==> config.mk <==
export PLATFORM = sky130hd
export DESIGN_NAME = fp_noncomp_top
export DESIGN_NICKNAME = d
export VERILOG_FILES = /design/src/logic/fp_noncomp_pkg.sv /design/src/logic/fp_pipe_stage.sv /design/src/logic/fp_classifier.sv /design/src/logic/fp_order_unit.sv /design/src/logic/fp_result_select.sv /design/src/logic/fp_noncomp_top.sv
export VERILOG_INCLUDE_DIRS = /design/src /design/src/logic
export SDC_FILE = /design/constraint.sdc
export NUM_CORES = 1
export LEC_CHECK = 0
export BUFFER_PORTS_ARGS = -buffer_cell sky130_fd_sc_hd__buf_2
export CAP_MARGIN = 20
export CORE_ASPECT_RATIO = 0.7
export CORE_MARGIN = 8
export CORE_UTILIZATION = 50
export CTS_CLUSTER_SIZE = 16
export DETAILED_ROUTE_END_ITERATION = 16
export GPL_TIMING_DRIVEN = 0
export PLACE_DENSITY = 0.77
export SYNTH_ARGS = -nofsm -noshare
export SYNTH_HDL_FRONTEND = slang
export SYNTH_HIERARCHICAL = 1
export SYNTH_SLANG_ARGS = --single-unit
export TNS_END_PERCENT = 20
==> constraint.sdc <==
create_clock -name clk_i -period 3.4 [get_ports clk_i]
set_clock_uncertainty 0.2 [all_clocks]
set_input_delay 0.17 -clock clk_i [delete_from_list [all_inputs] [get_ports clk_i]]
set_output_delay 0.17 -clock clk_i [all_outputs]
set_load 0.05 [all_outputs]
==> src/logic/fp_noncomp_config.svh <==
// ----------------------------------------------------------
// Width macros for the non-computational FP unit
// Operand word, exponent and mantissa fields
// Class mask and status flag widths
// ----------------------------------------------------------
`ifndef FP_NONCOMP_CONFIG_SVH
`define FP_NONCOMP_CONFIG_SVH

// Single-precision operand word
`define FP_WIDTH 32
`define FP_EXP_BITS 8
`define FP_MAN_BITS 23

// One bit per class in the classification result
`define FP_CLASS_BITS 10

// NV, DZ, OF, UF, NX
`define FP_STATUS_BITS 5

`endif

==> src/logic/fp_noncomp_pkg.sv <==
// ----------------------------------------------------------
// Shared types of the non-computational FP unit
// Operation and sub-operation encodings, flags, class mask
// Operand word views and the canonical quiet NaN
// ----------------------------------------------------------
`default_nettype none

`include "fp_noncomp_config.svh"

package fp_noncomp_pkg;

  // Top-level operation
  typedef enum logic [1:0] {
    SGNJ     = 2'd0,
    MINMAX   = 2'd1,
    CMP      = 2'd2,
    CLASSIFY = 2'd3
  } fp_op_e;

  // Sub-operation, carried on the rounding-mode encodings
  // RNE: SGNJ / MIN / LE
  // RTZ: SGNJN / MAX / LT
  // RDN: SGNJX / EQ
  typedef enum logic [2:0] {
    RNE = 3'b000,
    RTZ = 3'b001,
    RDN = 3'b010
  } fp_rm_e;

  // Exception flags, invalid first
  typedef struct packed {
    logic nv;
    logic dz;
    logic of;
    logic uf;
    logic nx;
  } fp_status_t;

  // One-hot class of an operand
  typedef enum logic [`FP_CLASS_BITS-1:0] {
    NEGINF     = 10'h001,
    NEGNORM    = 10'h002,
    NEGSUBNORM = 10'h004,
    NEGZERO    = 10'h008,
    POSZERO    = 10'h010,
    POSSUBNORM = 10'h020,
    POSNORM    = 10'h040,
    POSINF     = 10'h080,
    SNAN       = 10'h100,
    QNAN       = 10'h200
  } fp_classmask_e;

  // Special-case decode of one operand
  typedef struct packed {
    logic is_normal;
    logic is_subnormal;
    logic is_zero;
    logic is_inf;
    logic is_nan;
    logic is_signalling;
  } fp_info_t;

  // IEEE 754 single-precision fields
  typedef struct packed {
    logic                    sign;
    logic [`FP_EXP_BITS-1:0] exponent;
    logic [`FP_MAN_BITS-1:0] mantissa;
  } fp_fields_t;

  // Same operand seen as fields or as a raw word
  typedef union packed {
    fp_fields_t            fields;
    logic [`FP_WIDTH-1:0]  raw;
  } fp_word_u;

  // Canonical quiet NaN, 0x7FC00000
  localparam logic [`FP_WIDTH-1:0] FP_QNAN =
    {1'b0, {`FP_EXP_BITS{1'b1}}, 1'b1, {(`FP_MAN_BITS-1){1'b0}}};

endpackage

`default_nettype wire

==> src/logic/fp_pipe_stage.sv <==
// ----------------------------------------------------------
// Single valid/ready register stage
// Payload width set by DATA_W, synchronous flush of valid
// ----------------------------------------------------------
`timescale 1ns/1ns
`default_nettype none

module fp_pipe_stage #(
  parameter int unsigned DATA_W = 32
) (
  input  logic              clk_i,
  input  logic              rst_n_i,
  input  logic              flush_i,
  // Upstream side
  input  logic              valid_i,
  input  logic [DATA_W-1:0] data_i,
  output logic              ready_o,
  // Downstream side
  input  logic              ready_i,
  output logic              valid_o,
  output logic [DATA_W-1:0] data_o
);

  logic              valid_q;
  logic [DATA_W-1:0] data_q;
  logic              accept;

  // Free when empty or when the held item leaves this cycle
  assign ready_o = ready_i | ~valid_q;

  // New item taken in
  assign accept = valid_i & ready_o;

  // ----------------------------------------------------------
  // Valid bit
  // ----------------------------------------------------------
  always_ff @(posedge clk_i or negedge rst_n_i) begin
    if (!rst_n_i) begin
      valid_q <= 1'b0;
    end else if (flush_i) begin
      valid_q <= 1'b0;
    end else if (ready_o) begin
      // Either refill or drain to a bubble
      valid_q <= valid_i;
    end
  end

  // ----------------------------------------------------------
  // Payload register
  // ----------------------------------------------------------
  // Loads on accept only
  always_ff @(posedge clk_i) begin
    if (accept) begin
      data_q <= data_i;
    end
  end

  assign valid_o = valid_q;
  assign data_o  = data_q;

  // Stalled item must not change under the consumer
  a_hold_when_stalled : assert property (
    @(posedge clk_i) disable iff (!rst_n_i)
    (valid_o && !ready_i) |=> $stable(data_o)
  ) else $error("pipe stage payload changed while stalled");

endmodule

`default_nettype wire

==> src/logic/fp_classifier.sv <==
// ----------------------------------------------------------
// Operand classifier
// Special-case info for both operands, class mask of A
// ----------------------------------------------------------
`timescale 1ns/1ns
`default_nettype none

`include "fp_noncomp_config.svh"

module fp_classifier (
  input  fp_noncomp_pkg::fp_word_u      operand_a_i,
  input  fp_noncomp_pkg::fp_word_u      operand_b_i,
  output fp_noncomp_pkg::fp_info_t      info_a_o,
  output fp_noncomp_pkg::fp_info_t      info_b_o,
  output fp_noncomp_pkg::fp_classmask_e class_mask_o
);

  import fp_noncomp_pkg::*;

  // Exponent/mantissa decode shared by both operands
  function automatic fp_info_t decode(input fp_word_u word);
    fp_info_t info;
    logic     exp_ones;
    logic     exp_zero;
    logic     man_zero;
    exp_ones = &word.fields.exponent;
    exp_zero = ~|word.fields.exponent;
    man_zero = ~|word.fields.mantissa;
    info.is_normal    = !exp_zero && !exp_ones;
    info.is_subnormal = exp_zero && !man_zero;
    info.is_zero      = exp_zero && man_zero;
    info.is_inf       = exp_ones && man_zero;
    info.is_nan       = exp_ones && !man_zero;
    // Quiet bit is the mantissa MSB
    info.is_signalling = info.is_nan && !word.fields.mantissa[`FP_MAN_BITS-1];
    return info;
  endfunction

  assign info_a_o = decode(operand_a_i);
  assign info_b_o = decode(operand_b_i);

  // ----------------------------------------------------------
  // Class of operand A
  // ----------------------------------------------------------
  // One term per class, MSB first: QNAN down to NEGINF
  always_comb begin
    class_mask_o = fp_classmask_e'({
      info_a_o.is_nan & ~info_a_o.is_signalling,
      info_a_o.is_signalling,
      info_a_o.is_inf & ~operand_a_i.fields.sign,
      info_a_o.is_normal & ~operand_a_i.fields.sign,
      info_a_o.is_subnormal & ~operand_a_i.fields.sign,
      info_a_o.is_zero & ~operand_a_i.fields.sign,
      info_a_o.is_zero & operand_a_i.fields.sign,
      info_a_o.is_subnormal & operand_a_i.fields.sign,
      info_a_o.is_normal & operand_a_i.fields.sign,
      info_a_o.is_inf & operand_a_i.fields.sign
    });
  end

  // Info decode must select exactly one class term
  always_comb begin
    a_class_onehot : assert ($onehot(class_mask_o))
      else $error("class mask not one-hot: %h", class_mask_o);
  end

endmodule

`default_nettype wire

==> src/logic/fp_order_unit.sv <==
// ----------------------------------------------------------
// Operand ordering
// Minimum/maximum and LE/LT/EQ comparisons with NV flag
// ----------------------------------------------------------
`timescale 1ns/1ns
`default_nettype none

`include "fp_noncomp_config.svh"

module fp_order_unit (
  input  fp_noncomp_pkg::fp_word_u   operand_a_i,
  input  fp_noncomp_pkg::fp_word_u   operand_b_i,
  input  fp_noncomp_pkg::fp_info_t   info_a_i,
  input  fp_noncomp_pkg::fp_info_t   info_b_i,
  input  fp_noncomp_pkg::fp_rm_e     rm_i,
  input  logic                       op_mod_i,
  output fp_noncomp_pkg::fp_word_u   minmax_result_o,
  output fp_noncomp_pkg::fp_status_t minmax_status_o,
  output fp_noncomp_pkg::fp_word_u   cmp_result_o,
  output fp_noncomp_pkg::fp_status_t cmp_status_o
);

  import fp_noncomp_pkg::*;

  logic any_nan;
  logic any_snan;
  logic equal;
  logic a_smaller;
  logic cmp_bool;

  assign any_nan  = info_a_i.is_nan | info_b_i.is_nan;
  assign any_snan = info_a_i.is_signalling | info_b_i.is_signalling;

  // Raw equality, plus +0 == -0
  assign equal = (operand_a_i.raw == operand_b_i.raw) || (info_a_i.is_zero && info_b_i.is_zero);

  // Sign-magnitude order from an unsigned compare
  // A set sign flips the magnitude order
  assign a_smaller = (operand_a_i.raw < operand_b_i.raw) ^
                     (operand_a_i.fields.sign || operand_b_i.fields.sign);

  // ----------------------------------------------------------
  // Minimum / maximum
  // ----------------------------------------------------------
  always_comb begin
    minmax_status_o    = '0;
    // Quiet operation, only sNaN is invalid
    minmax_status_o.nv = any_snan;
    if (info_a_i.is_nan && info_b_i.is_nan) begin
      minmax_result_o.raw = FP_QNAN;
    end else if (info_a_i.is_nan) begin
      minmax_result_o = operand_b_i;
    end else if (info_b_i.is_nan) begin
      minmax_result_o = operand_a_i;
    end else if (rm_i == RTZ) begin
      // MAX
      minmax_result_o = a_smaller ? operand_b_i : operand_a_i;
    end else begin
      // MIN
      minmax_result_o = a_smaller ? operand_a_i : operand_b_i;
    end
  end

  // ----------------------------------------------------------
  // Comparisons
  // ----------------------------------------------------------
  always_comb begin
    cmp_bool     = 1'b0;
    cmp_status_o = '0;
    if (any_snan) begin
      cmp_status_o.nv = 1'b1;
    end else begin
      case (rm_i)
        RNE: begin
          // LE is signalling on any NaN
          if (any_nan) cmp_status_o.nv = 1'b1;
          else cmp_bool = (a_smaller | equal) ^ op_mod_i;
        end
        RTZ: begin
          if (any_nan) cmp_status_o.nv = 1'b1;
          else cmp_bool = (a_smaller & ~equal) ^ op_mod_i;
        end
        RDN: begin
          // EQ is quiet, NaN is never equal
          cmp_bool = (equal & ~any_nan) ^ op_mod_i;
        end
        default: cmp_bool = 1'b0;
      endcase
    end
  end

  // Boolean in bit 0 of an integer result
  assign cmp_result_o.raw = {{(`FP_WIDTH-1){1'b0}}, cmp_bool};

endmodule

`default_nettype wire

==> src/logic/fp_result_select.sv <==
// ----------------------------------------------------------
// Sign injection and per-operation result mux
// Result, status, extension bit and class flag
// ----------------------------------------------------------
`timescale 1ns/1ns
`default_nettype none

module fp_result_select (
  input  logic                       in_valid_i,
  input  fp_noncomp_pkg::fp_op_e     op_i,
  input  fp_noncomp_pkg::fp_rm_e     rm_i,
  input  logic                       op_mod_i,
  input  fp_noncomp_pkg::fp_word_u   operand_a_i,
  input  fp_noncomp_pkg::fp_word_u   operand_b_i,
  input  fp_noncomp_pkg::fp_word_u   minmax_result_i,
  input  fp_noncomp_pkg::fp_status_t minmax_status_i,
  input  fp_noncomp_pkg::fp_word_u   cmp_result_i,
  input  fp_noncomp_pkg::fp_status_t cmp_status_i,
  output fp_noncomp_pkg::fp_word_u   result_o,
  output fp_noncomp_pkg::fp_status_t status_o,
  output logic                       ext_bit_o,
  output logic                       is_class_o
);

  import fp_noncomp_pkg::*;

  fp_word_u sgnj_result;
  logic     rm_legal;

  // ----------------------------------------------------------
  // Sign injection
  // ----------------------------------------------------------
  // Magnitude always from A
  always_comb begin
    sgnj_result = operand_a_i;
    case (rm_i)
      RNE: sgnj_result.fields.sign = operand_b_i.fields.sign;
      RTZ: sgnj_result.fields.sign = ~operand_b_i.fields.sign;
      RDN: sgnj_result.fields.sign = operand_a_i.fields.sign ^ operand_b_i.fields.sign;
      default: sgnj_result = operand_a_i;
    endcase
  end

  // ----------------------------------------------------------
  // Result mux
  // ----------------------------------------------------------
  always_comb begin
    result_o  = '0;
    status_o  = '0;
    ext_bit_o = 1'b0;
    case (op_i)
      SGNJ: begin
        result_o  = sgnj_result;
        // op_mod asks for integer sign extension
        ext_bit_o = op_mod_i ? sgnj_result.fields.sign : 1'b1;
      end
      MINMAX: begin
        result_o  = minmax_result_i;
        status_o  = minmax_status_i;
        ext_bit_o = 1'b1;
      end
      CMP: begin
        result_o = cmp_result_i;
        status_o = cmp_status_i;
      end
      // Class goes out on its own port, result stays zero
      default: result_o = '0;
    endcase
  end

  assign is_class_o = (op_i == CLASSIFY);

  // Sub-operations each operation defines
  always_comb begin
    case (op_i)
      SGNJ:    rm_legal = rm_i inside {RNE, RTZ, RDN};
      MINMAX:  rm_legal = rm_i inside {RNE, RTZ};
      CMP:     rm_legal = rm_i inside {RNE, RTZ, RDN};
      default: rm_legal = 1'b1;
    endcase
  end

  // Registered op and rm must agree for a valid item
  always_comb begin
    a_rm_legal : assert (!in_valid_i || rm_legal)
      else $error("illegal rm %0d for op %0d", rm_i, op_i);
  end

endmodule

`default_nettype wire

==> src/logic/fp_noncomp_top.sv <==
// ----------------------------------------------------------
// Non-computational FP unit top level
// Input stage, classifier, order unit, result mux, output stage
// ----------------------------------------------------------
`timescale 1ns/1ns
`default_nettype none

`include "fp_noncomp_config.svh"

module fp_noncomp_top (
  input  logic                          clk_i,
  input  logic                          rst_n_i,
  input  logic                          flush_i,
  // Request
  input  logic                          in_valid_i,
  output logic                          in_ready_o,
  input  logic [`FP_WIDTH-1:0]          operand_a_i,
  input  logic [`FP_WIDTH-1:0]          operand_b_i,
  input  fp_noncomp_pkg::fp_op_e        op_i,
  input  fp_noncomp_pkg::fp_rm_e        rm_i,
  input  logic                          op_mod_i,
  // Response
  output logic                          out_valid_o,
  input  logic                          out_ready_i,
  output logic [`FP_WIDTH-1:0]          result_o,
  output fp_noncomp_pkg::fp_status_t    status_o,
  output logic                          ext_bit_o,
  output fp_noncomp_pkg::fp_classmask_e class_mask_o,
  output logic                          is_class_o,
  output logic                          busy_o
);

  import fp_noncomp_pkg::*;

  localparam int unsigned OP_W  = $bits(fp_op_e);
  localparam int unsigned RM_W  = $bits(fp_rm_e);
  // {op, rm, op_mod, A, B}
  localparam int unsigned IN_W  = OP_W + RM_W + 1 + 2 * `FP_WIDTH;
  // {result, status, ext_bit, class_mask, is_class}
  localparam int unsigned OUT_W = `FP_WIDTH + `FP_STATUS_BITS + 1 + `FP_CLASS_BITS + 1;

  logic             in_stage_valid;
  logic             out_stage_ready;
  logic [IN_W-1:0]  in_data_q;
  logic [OUT_W-1:0] out_data_d;
  logic [OUT_W-1:0] out_data_q;

  // Registered request fields
  fp_op_e   op_q;
  fp_rm_e   rm_q;
  logic     op_mod_q;
  fp_word_u operand_a_q;
  fp_word_u operand_b_q;

  // Datapath wires
  fp_info_t      info_a;
  fp_info_t      info_b;
  fp_classmask_e class_mask_d;
  fp_word_u      minmax_result;
  fp_status_t    minmax_status;
  fp_word_u      cmp_result;
  fp_status_t    cmp_status;
  fp_word_u      result_d;
  fp_status_t    status_d;
  logic          ext_bit_d;
  logic          is_class_d;

  // ----------------------------------------------------------
  // Input stage
  // ----------------------------------------------------------
  fp_pipe_stage #(.DATA_W(IN_W)) i_in_stage (
    .clk_i   (clk_i),
    .rst_n_i (rst_n_i),
    .flush_i (flush_i),
    .valid_i (in_valid_i),
    .data_i  ({op_i, rm_i, op_mod_i, operand_a_i, operand_b_i}),
    .ready_o (in_ready_o),
    .ready_i (out_stage_ready),
    .valid_o (in_stage_valid),
    .data_o  (in_data_q)
  );

  assign op_q        = fp_op_e'(in_data_q[IN_W-1 -: OP_W]);
  assign rm_q        = fp_rm_e'(in_data_q[IN_W-OP_W-1 -: RM_W]);
  assign op_mod_q    = in_data_q[2*`FP_WIDTH];
  assign operand_a_q = in_data_q[2*`FP_WIDTH-1 -: `FP_WIDTH];
  assign operand_b_q = in_data_q[`FP_WIDTH-1:0];

  // ----------------------------------------------------------
  // Datapath
  // ----------------------------------------------------------
  fp_classifier i_classifier (
    .operand_a_i  (operand_a_q),
    .operand_b_i  (operand_b_q),
    .info_a_o     (info_a),
    .info_b_o     (info_b),
    .class_mask_o (class_mask_d)
  );

  fp_order_unit i_order_unit (
    .operand_a_i     (operand_a_q),
    .operand_b_i     (operand_b_q),
    .info_a_i        (info_a),
    .info_b_i        (info_b),
    .rm_i            (rm_q),
    .op_mod_i        (op_mod_q),
    .minmax_result_o (minmax_result),
    .minmax_status_o (minmax_status),
    .cmp_result_o    (cmp_result),
    .cmp_status_o    (cmp_status)
  );

  fp_result_select i_result_select (
    .in_valid_i      (in_stage_valid),
    .op_i            (op_q),
    .rm_i            (rm_q),
    .op_mod_i        (op_mod_q),
    .operand_a_i     (operand_a_q),
    .operand_b_i     (operand_b_q),
    .minmax_result_i (minmax_result),
    .minmax_status_i (minmax_status),
    .cmp_result_i    (cmp_result),
    .cmp_status_i    (cmp_status),
    .result_o        (result_d),
    .status_o        (status_d),
    .ext_bit_o       (ext_bit_d),
    .is_class_o      (is_class_d)
  );

  assign out_data_d = {result_d, status_d, ext_bit_d, class_mask_d, is_class_d};

  // ----------------------------------------------------------
  // Output stage
  // ----------------------------------------------------------
  fp_pipe_stage #(.DATA_W(OUT_W)) i_out_stage (
    .clk_i   (clk_i),
    .rst_n_i (rst_n_i),
    .flush_i (flush_i),
    .valid_i (in_stage_valid),
    .data_i  (out_data_d),
    .ready_o (out_stage_ready),
    .ready_i (out_ready_i),
    .valid_o (out_valid_o),
    .data_o  (out_data_q)
  );

  assign result_o     = out_data_q[OUT_W-1 -: `FP_WIDTH];
  assign status_o     = out_data_q[`FP_STATUS_BITS+`FP_CLASS_BITS+1 -: `FP_STATUS_BITS];
  assign ext_bit_o    = out_data_q[`FP_CLASS_BITS+1];
  assign class_mask_o = fp_classmask_e'(out_data_q[`FP_CLASS_BITS:1]);
  assign is_class_o   = out_data_q[0];

  // Anything held in either stage
  assign busy_o = in_stage_valid | out_valid_o;

endmodule

`default_nettype wire

# Word level (Yosys, flattened, before mapping)

Cells that the tools add are included.
Widths: inputs -> output; s select.

Bits in latches: 0
Bits of input ports: 75
Bits in writable memories: 0
Memories: 0
Output and inout bits: 52
Bits in read-only memories: 0
Word-level logic and storage cells: 95
Register bits after elaboration: 121

Shift operators: 0
Muxes and demuxes: 22
Add/subtract/negate cells: 0
Divide/modulo/power cells: 0
Bitwise operators: 31
Multipliers: 0
Magnitude comparators: 1
Eq/ne operators: 6
Reduce and logical (&&, ||, !) cells: 31

Operators by type and width:

| kind               | count |
|---|---|
| $mux 32            | 6 |
| $pmux 32 s3        | 1 |
| $reduce_or 23->1   | 2 |
| $eq 32x32->1       | 1 |
| $lt 32x32->1       | 1 |
| $reduce_and 8->1   | 2 |
| $reduce_or 8->1    | 2 |
| $and 1x1->1        | 13 |
| $logic_and 1x1->1  | 11 |
| $mux 1             | 11 |
| $pmux 5 s2         | 1 |
| $logic_not 1->1    | 7 |
| $not 1->1          | 7 |
| $or 1x1->1         | 6 |
| $pmux 1 s3         | 2 |
| $xor 1x1->1        | 5 |
| $eq 2x2->1 const B | 2 |
| $reduce_bool 2->1  | 2 |
| $eq 3x1->1 const B | 1 |
| $eq 3x2->1 const B | 1 |
| $logic_not 3->1    | 1 |
| $eq 2x1->1 const B | 1 |
| $logic_not 2->1    | 1 |
| $logic_or 1x1->1   | 2 |
| other kinds (2)    | 2 |

# Longest topological paths before layout

Depth in word-level cells: 12
Mapped depth: 13
Mapped depth without buffers: 13

# Cells and area by module

The synthesis kept the hierarchy.

By module, submodules not included:

| module                       | times used | cells each | area an instance (µm²) | seq. area each (µm²) |
|---|---|---|---|---|
| fp_pipe_stage at i_in_stage  | 1          | 75         | 2,162.1                | 2,127.0 |
| fp_order_unit                | 1          | 222        | 1,662.8                | 0.0 |
| fp_pipe_stage at i_out_stage | 1          | 54         | 1,531.5                | 1,496.4 |
| fp_result_select             | 1          | 106        | 747.0                  | 0.0 |
| fp_classifier                | 1          | 58         | 395.4                  | 0.0 |
| fp_noncomp_top               | 1          | 1          | 6.3                    | 0.0 |

# Worst setup path before layout

Ideal clock, no wire load.

Path kind: reg2reg
Start: reg i_in_stage.data_q[46], in the netlist i_in_stage/data_o[46]
End: reg i_out_stage.data_q[38], in the netlist i_out_stage/data_o[38], data pin
Data arrival time: 3,049 ps
Required time: 2,934 ps
Setup time: 266 ps
Buffers on the path: 1
Stages on the path, launching flop included: 13
Setup slack: -115 ps
Clock period less this slack: 3,515 ps
Path through: edfxtp_1 ha_1 nand4_1 or4_1 a21o_1 a31oi_1 nor2_2 xnor3_2 o21a_4 buf_6 a22o_1 a222oi_1 nor2_1

RTL lines:

| what                   | RTL line            | source |
|---|---|---|
| from (decl)            | fp_pipe_stage.sv:25 | `logic [DATA_W-1:0] data_q;` |
| from (signal assigned) | fp_pipe_stage.sv:54 | `data_q <= data_i;` |
| to (signal assigned)   | fp_pipe_stage.sv:54 |  |
| to (decl)              | fp_pipe_stage.sv:25 |  |

==> results.json <==
{
  "status": "finished, violations left",
  "violations": "setup timing",
  "cp-start-kind": "flip-flop",
  "htree_levels": 4,
  "clk_latency_ps": 420,
  "p_comb_share_pct": 20.2,
  "cts_max_path_buffers": 2,
  "overflow": 0,
  "drcViolationCount": 0,
  "syn_to_final_growth_pct": 40.5,
  "critical-path-top-delay-family": "compound AO/OA/AOI/OAI gates",
  "maxCapViolations": 0,
  "hp-class": "in -> reg",
  "min_period_ps": 3760,
  "synthCells": 510,
  "cp.arrival_ps": 3710,
  "fill_cells": 825,
  "firstDrtPassIters": 7,
  "seqCellArea_sq_um": 3620,
  "grt_usage_pct": 22.6,
  "fin_crit_sh_pct": 111,
  "setup_slack_ps": -361,
  "tightest_slew_ps": 945,
  "synth.avg_cell_area_sq_um": 12.7,
  "path_buf_inv": 1,
  "path_class": "reg -> reg",
  "crit_fanout": 5,
  "grt_pass1_vias": 5701,
  "crit_slowest_cell": "edfxtp_1",
  "total_power_w": 0.00454,
  "nNetsFinal": 903,
  "grt_setup_unrepaired": "true",
  "p_seq_share_pct": 40.2,
  "leakage_nw": 3.90,
  "synth_area_sq_um": 6470,
  "cts_buffers": 17,
  "port_buffers": 126,
  "internal-power_w": 0.00326,
  "clkTransAtPathRegs_ps": 60,
  "drv_slew": 0,
  "r2r_cells": 12,
  "grt_max_degree": 71,
  "ys_warn_count": 6,
  "worstSetupPathDepth": 12,
  "hold_path_depth": 2,
  "max_stage_delay_ps": 470,
  "cp.required_ps": 3350,
  "via_count": 5384,
  "wire_per_inst_um": 19.7,
  "switchingPower_w": 0.00128,
  "fmax_ghz": 0.266,
  "die_h_um": 111,
  "worst_setup_path_end_kind": "flip-flop",
  "antenna_found_initial": 2,
  "start_util_pct": 51.6,
  "peakVddDrop_v": 0.000344,
  "multiInputGateArea_sq_um": 2440,
  "cp_cell_sequence": "ha_1 -> nand4_1 -> or4_4 -> a21o_1 -> a31oi_2 -> nor2_2 -> xnor3_2 -> o21a_4 -> buf_8 -> a22o_1 -> a222oi_1 -> nor2_1",
  "layout-drive-gt1-share_pct": 33.3,
  "setup_viol_count_final": 32,
  "p_per_area_nw_per_um2": 499,
  "die_w_um": 152,
  "die_area_sq_um": 16900,
  "switching_share_pct": 28.1,
  "gp_congestion": 0.940,
  "core_sq_um": 12500,
  "wl_um": 19100,
  "clock-root-buffer": "clkbuf_16",
  "hold_viol": 0,
  "grt_pass1_wl_um": 29900,
  "clkPwrFrac_pct": 39.6,
  "io_pins": 127,
  "cts_tree": "built",
  "vias_per_cell": 5.56,
  "cts_sinks": 121,
  "ant_nets": 0,
  "drt_iter0_markers": 690,
  "hpwlAfterDp_um": 12400,
  "row_count": 34,
  "slew_headroom_pct": 36.4,
  "final_core_util_pct": 72.5
}
==> power groups by stage <==
stage	combinational (W)	clock (W)	sequential, W
final	0.000916	0.00180	0.00182
after global routing	0.000976	0.00189	0.00183
after CTS	0.000835	0.00182	0.00182
after detailed placement	0.000730	0	0.00185
after global placement	0.000706	0	0.00185
after floorplan	0.000420	0	0.00196
==> metal layers <==
| layer | global-route usage, % | routed length (um) | vias to the layer above |
|---|---|---|---|
| met5 | 0 | 0 | - |
| met1 | 27.2 | 7780 | 2576 |
| met4 | 7.83 | 408 | 0 |
| met3 | 7.94 | 1740 | 40 |
| li1 | - | - | 2487 |
| met2 | 37.0 | 9170 | 281 |
==> final cells by class <==
cell class / count / share of cell area [%]
tap: 162 / 2.23
clock inverter: 15 / 1.84
inverter: 43 / 1.77
clock buffer: 17 / 4.68
multi-input combinational: 322 / 26.8
timing repair buffer: 224 / 17.4
sequential: 121 / 39.8
buffer: 62 / 5.35
antenna: 3 / 0.0825
==> metrics by stage <==
stage	setup TNS (ps)	hold WS (ps)	instances	instance area [sq um]	setup WS (ps)
5_1_grt	-12760	250	969	9100	-485
4_1_cts	-7520	239	961	8960	-284
6_report	-8920	251	969	9100	-361
2_1_floorplan	-221	-326	548	6630	-13.8
3_3_place_gp	-9190	-246	836	7460	-374
3_5_place_dp	-10750	-242	836	7460	-416
==> cells in the final DEF (no fill, tap or decap), types with 3 or more instances in the layout <==
master / n
a211oi_1: 5
a21oi_1: 19
a222oi_1: 31
a22o_1: 22
a22oi_1: 7
a2bb2oi_1: 9
and2_1: 4
and4_1: 3
buf_2: 131
buf_4: 62
buf_6: 11
clkbuf_1: 3
clkbuf_16: 18
clkinv_4: 4
clkinvlp_4: 3
conb_1: 39
diode_2: 3
dlygate4sd3_1: 75
edfxtp_1: 119
ha_1: 34
ha_4: 3
inv_1: 43
inv_6: 4
nand2_1: 14
nand4_1: 10
nor2_1: 39
nor2b_1: 7
nor3_1: 9
nor4_1: 13
nor4_4: 3
o21ai_0: 5
==> repair_timing <==
item / CTS / global route
resized for setup: 2 / 14
hold endpoints to repair: 74 / 0
setup buffers: 17 / 4
gates cloned: 1 / 2
hold buffers: 75 / 0
endpoints found under the setup margin: 32 / 32
pin swaps: 24 / 32
==> sequential cells by signal, summed over array words and instances, names as in the netlist <==
| name | cells |
|---|---|
| i_in_stage/data_o | 70 |
| i_out_stage/data_o | 49 |
| i_in_stage/valid_o | 1 |
| i_out_stage/valid_o | 1 |
==> path summary, 6_finish.rpt <==
kind,startpoint,end,slack (ps)
hold / removal,operand_b_i[8],i_in_stage/data_o[8],250
hold reg to reg,i_in_stage/valid_o,i_out_stage/valid_o,440
max in group asynchronous,rst_n_i,i_in_stage/valid_o,2430
setup / recovery,i_in_stage/data_o[47],i_out_stage/data_o[24],-360
min in group asynchronous,rst_n_i,i_out_stage/valid_o,430
setup reg to reg,i_in_stage/data_o[47],i_out_stage/data_o[24],-360
==> worst reg2reg max path, cell delays in order, from the launching register on <==
cell      delay [ps]
edfxtp_1         470
ha_1             360
nand4_1          170
or4_4            470
a21o_1           180
a31oi_2          140
nor2_2            70
xnor3_2          280
o21a_4           260
buf_8            140
a22o_1           220
a222oi_1         440
nor2_1            80
(Power assumes the default switching activity.)
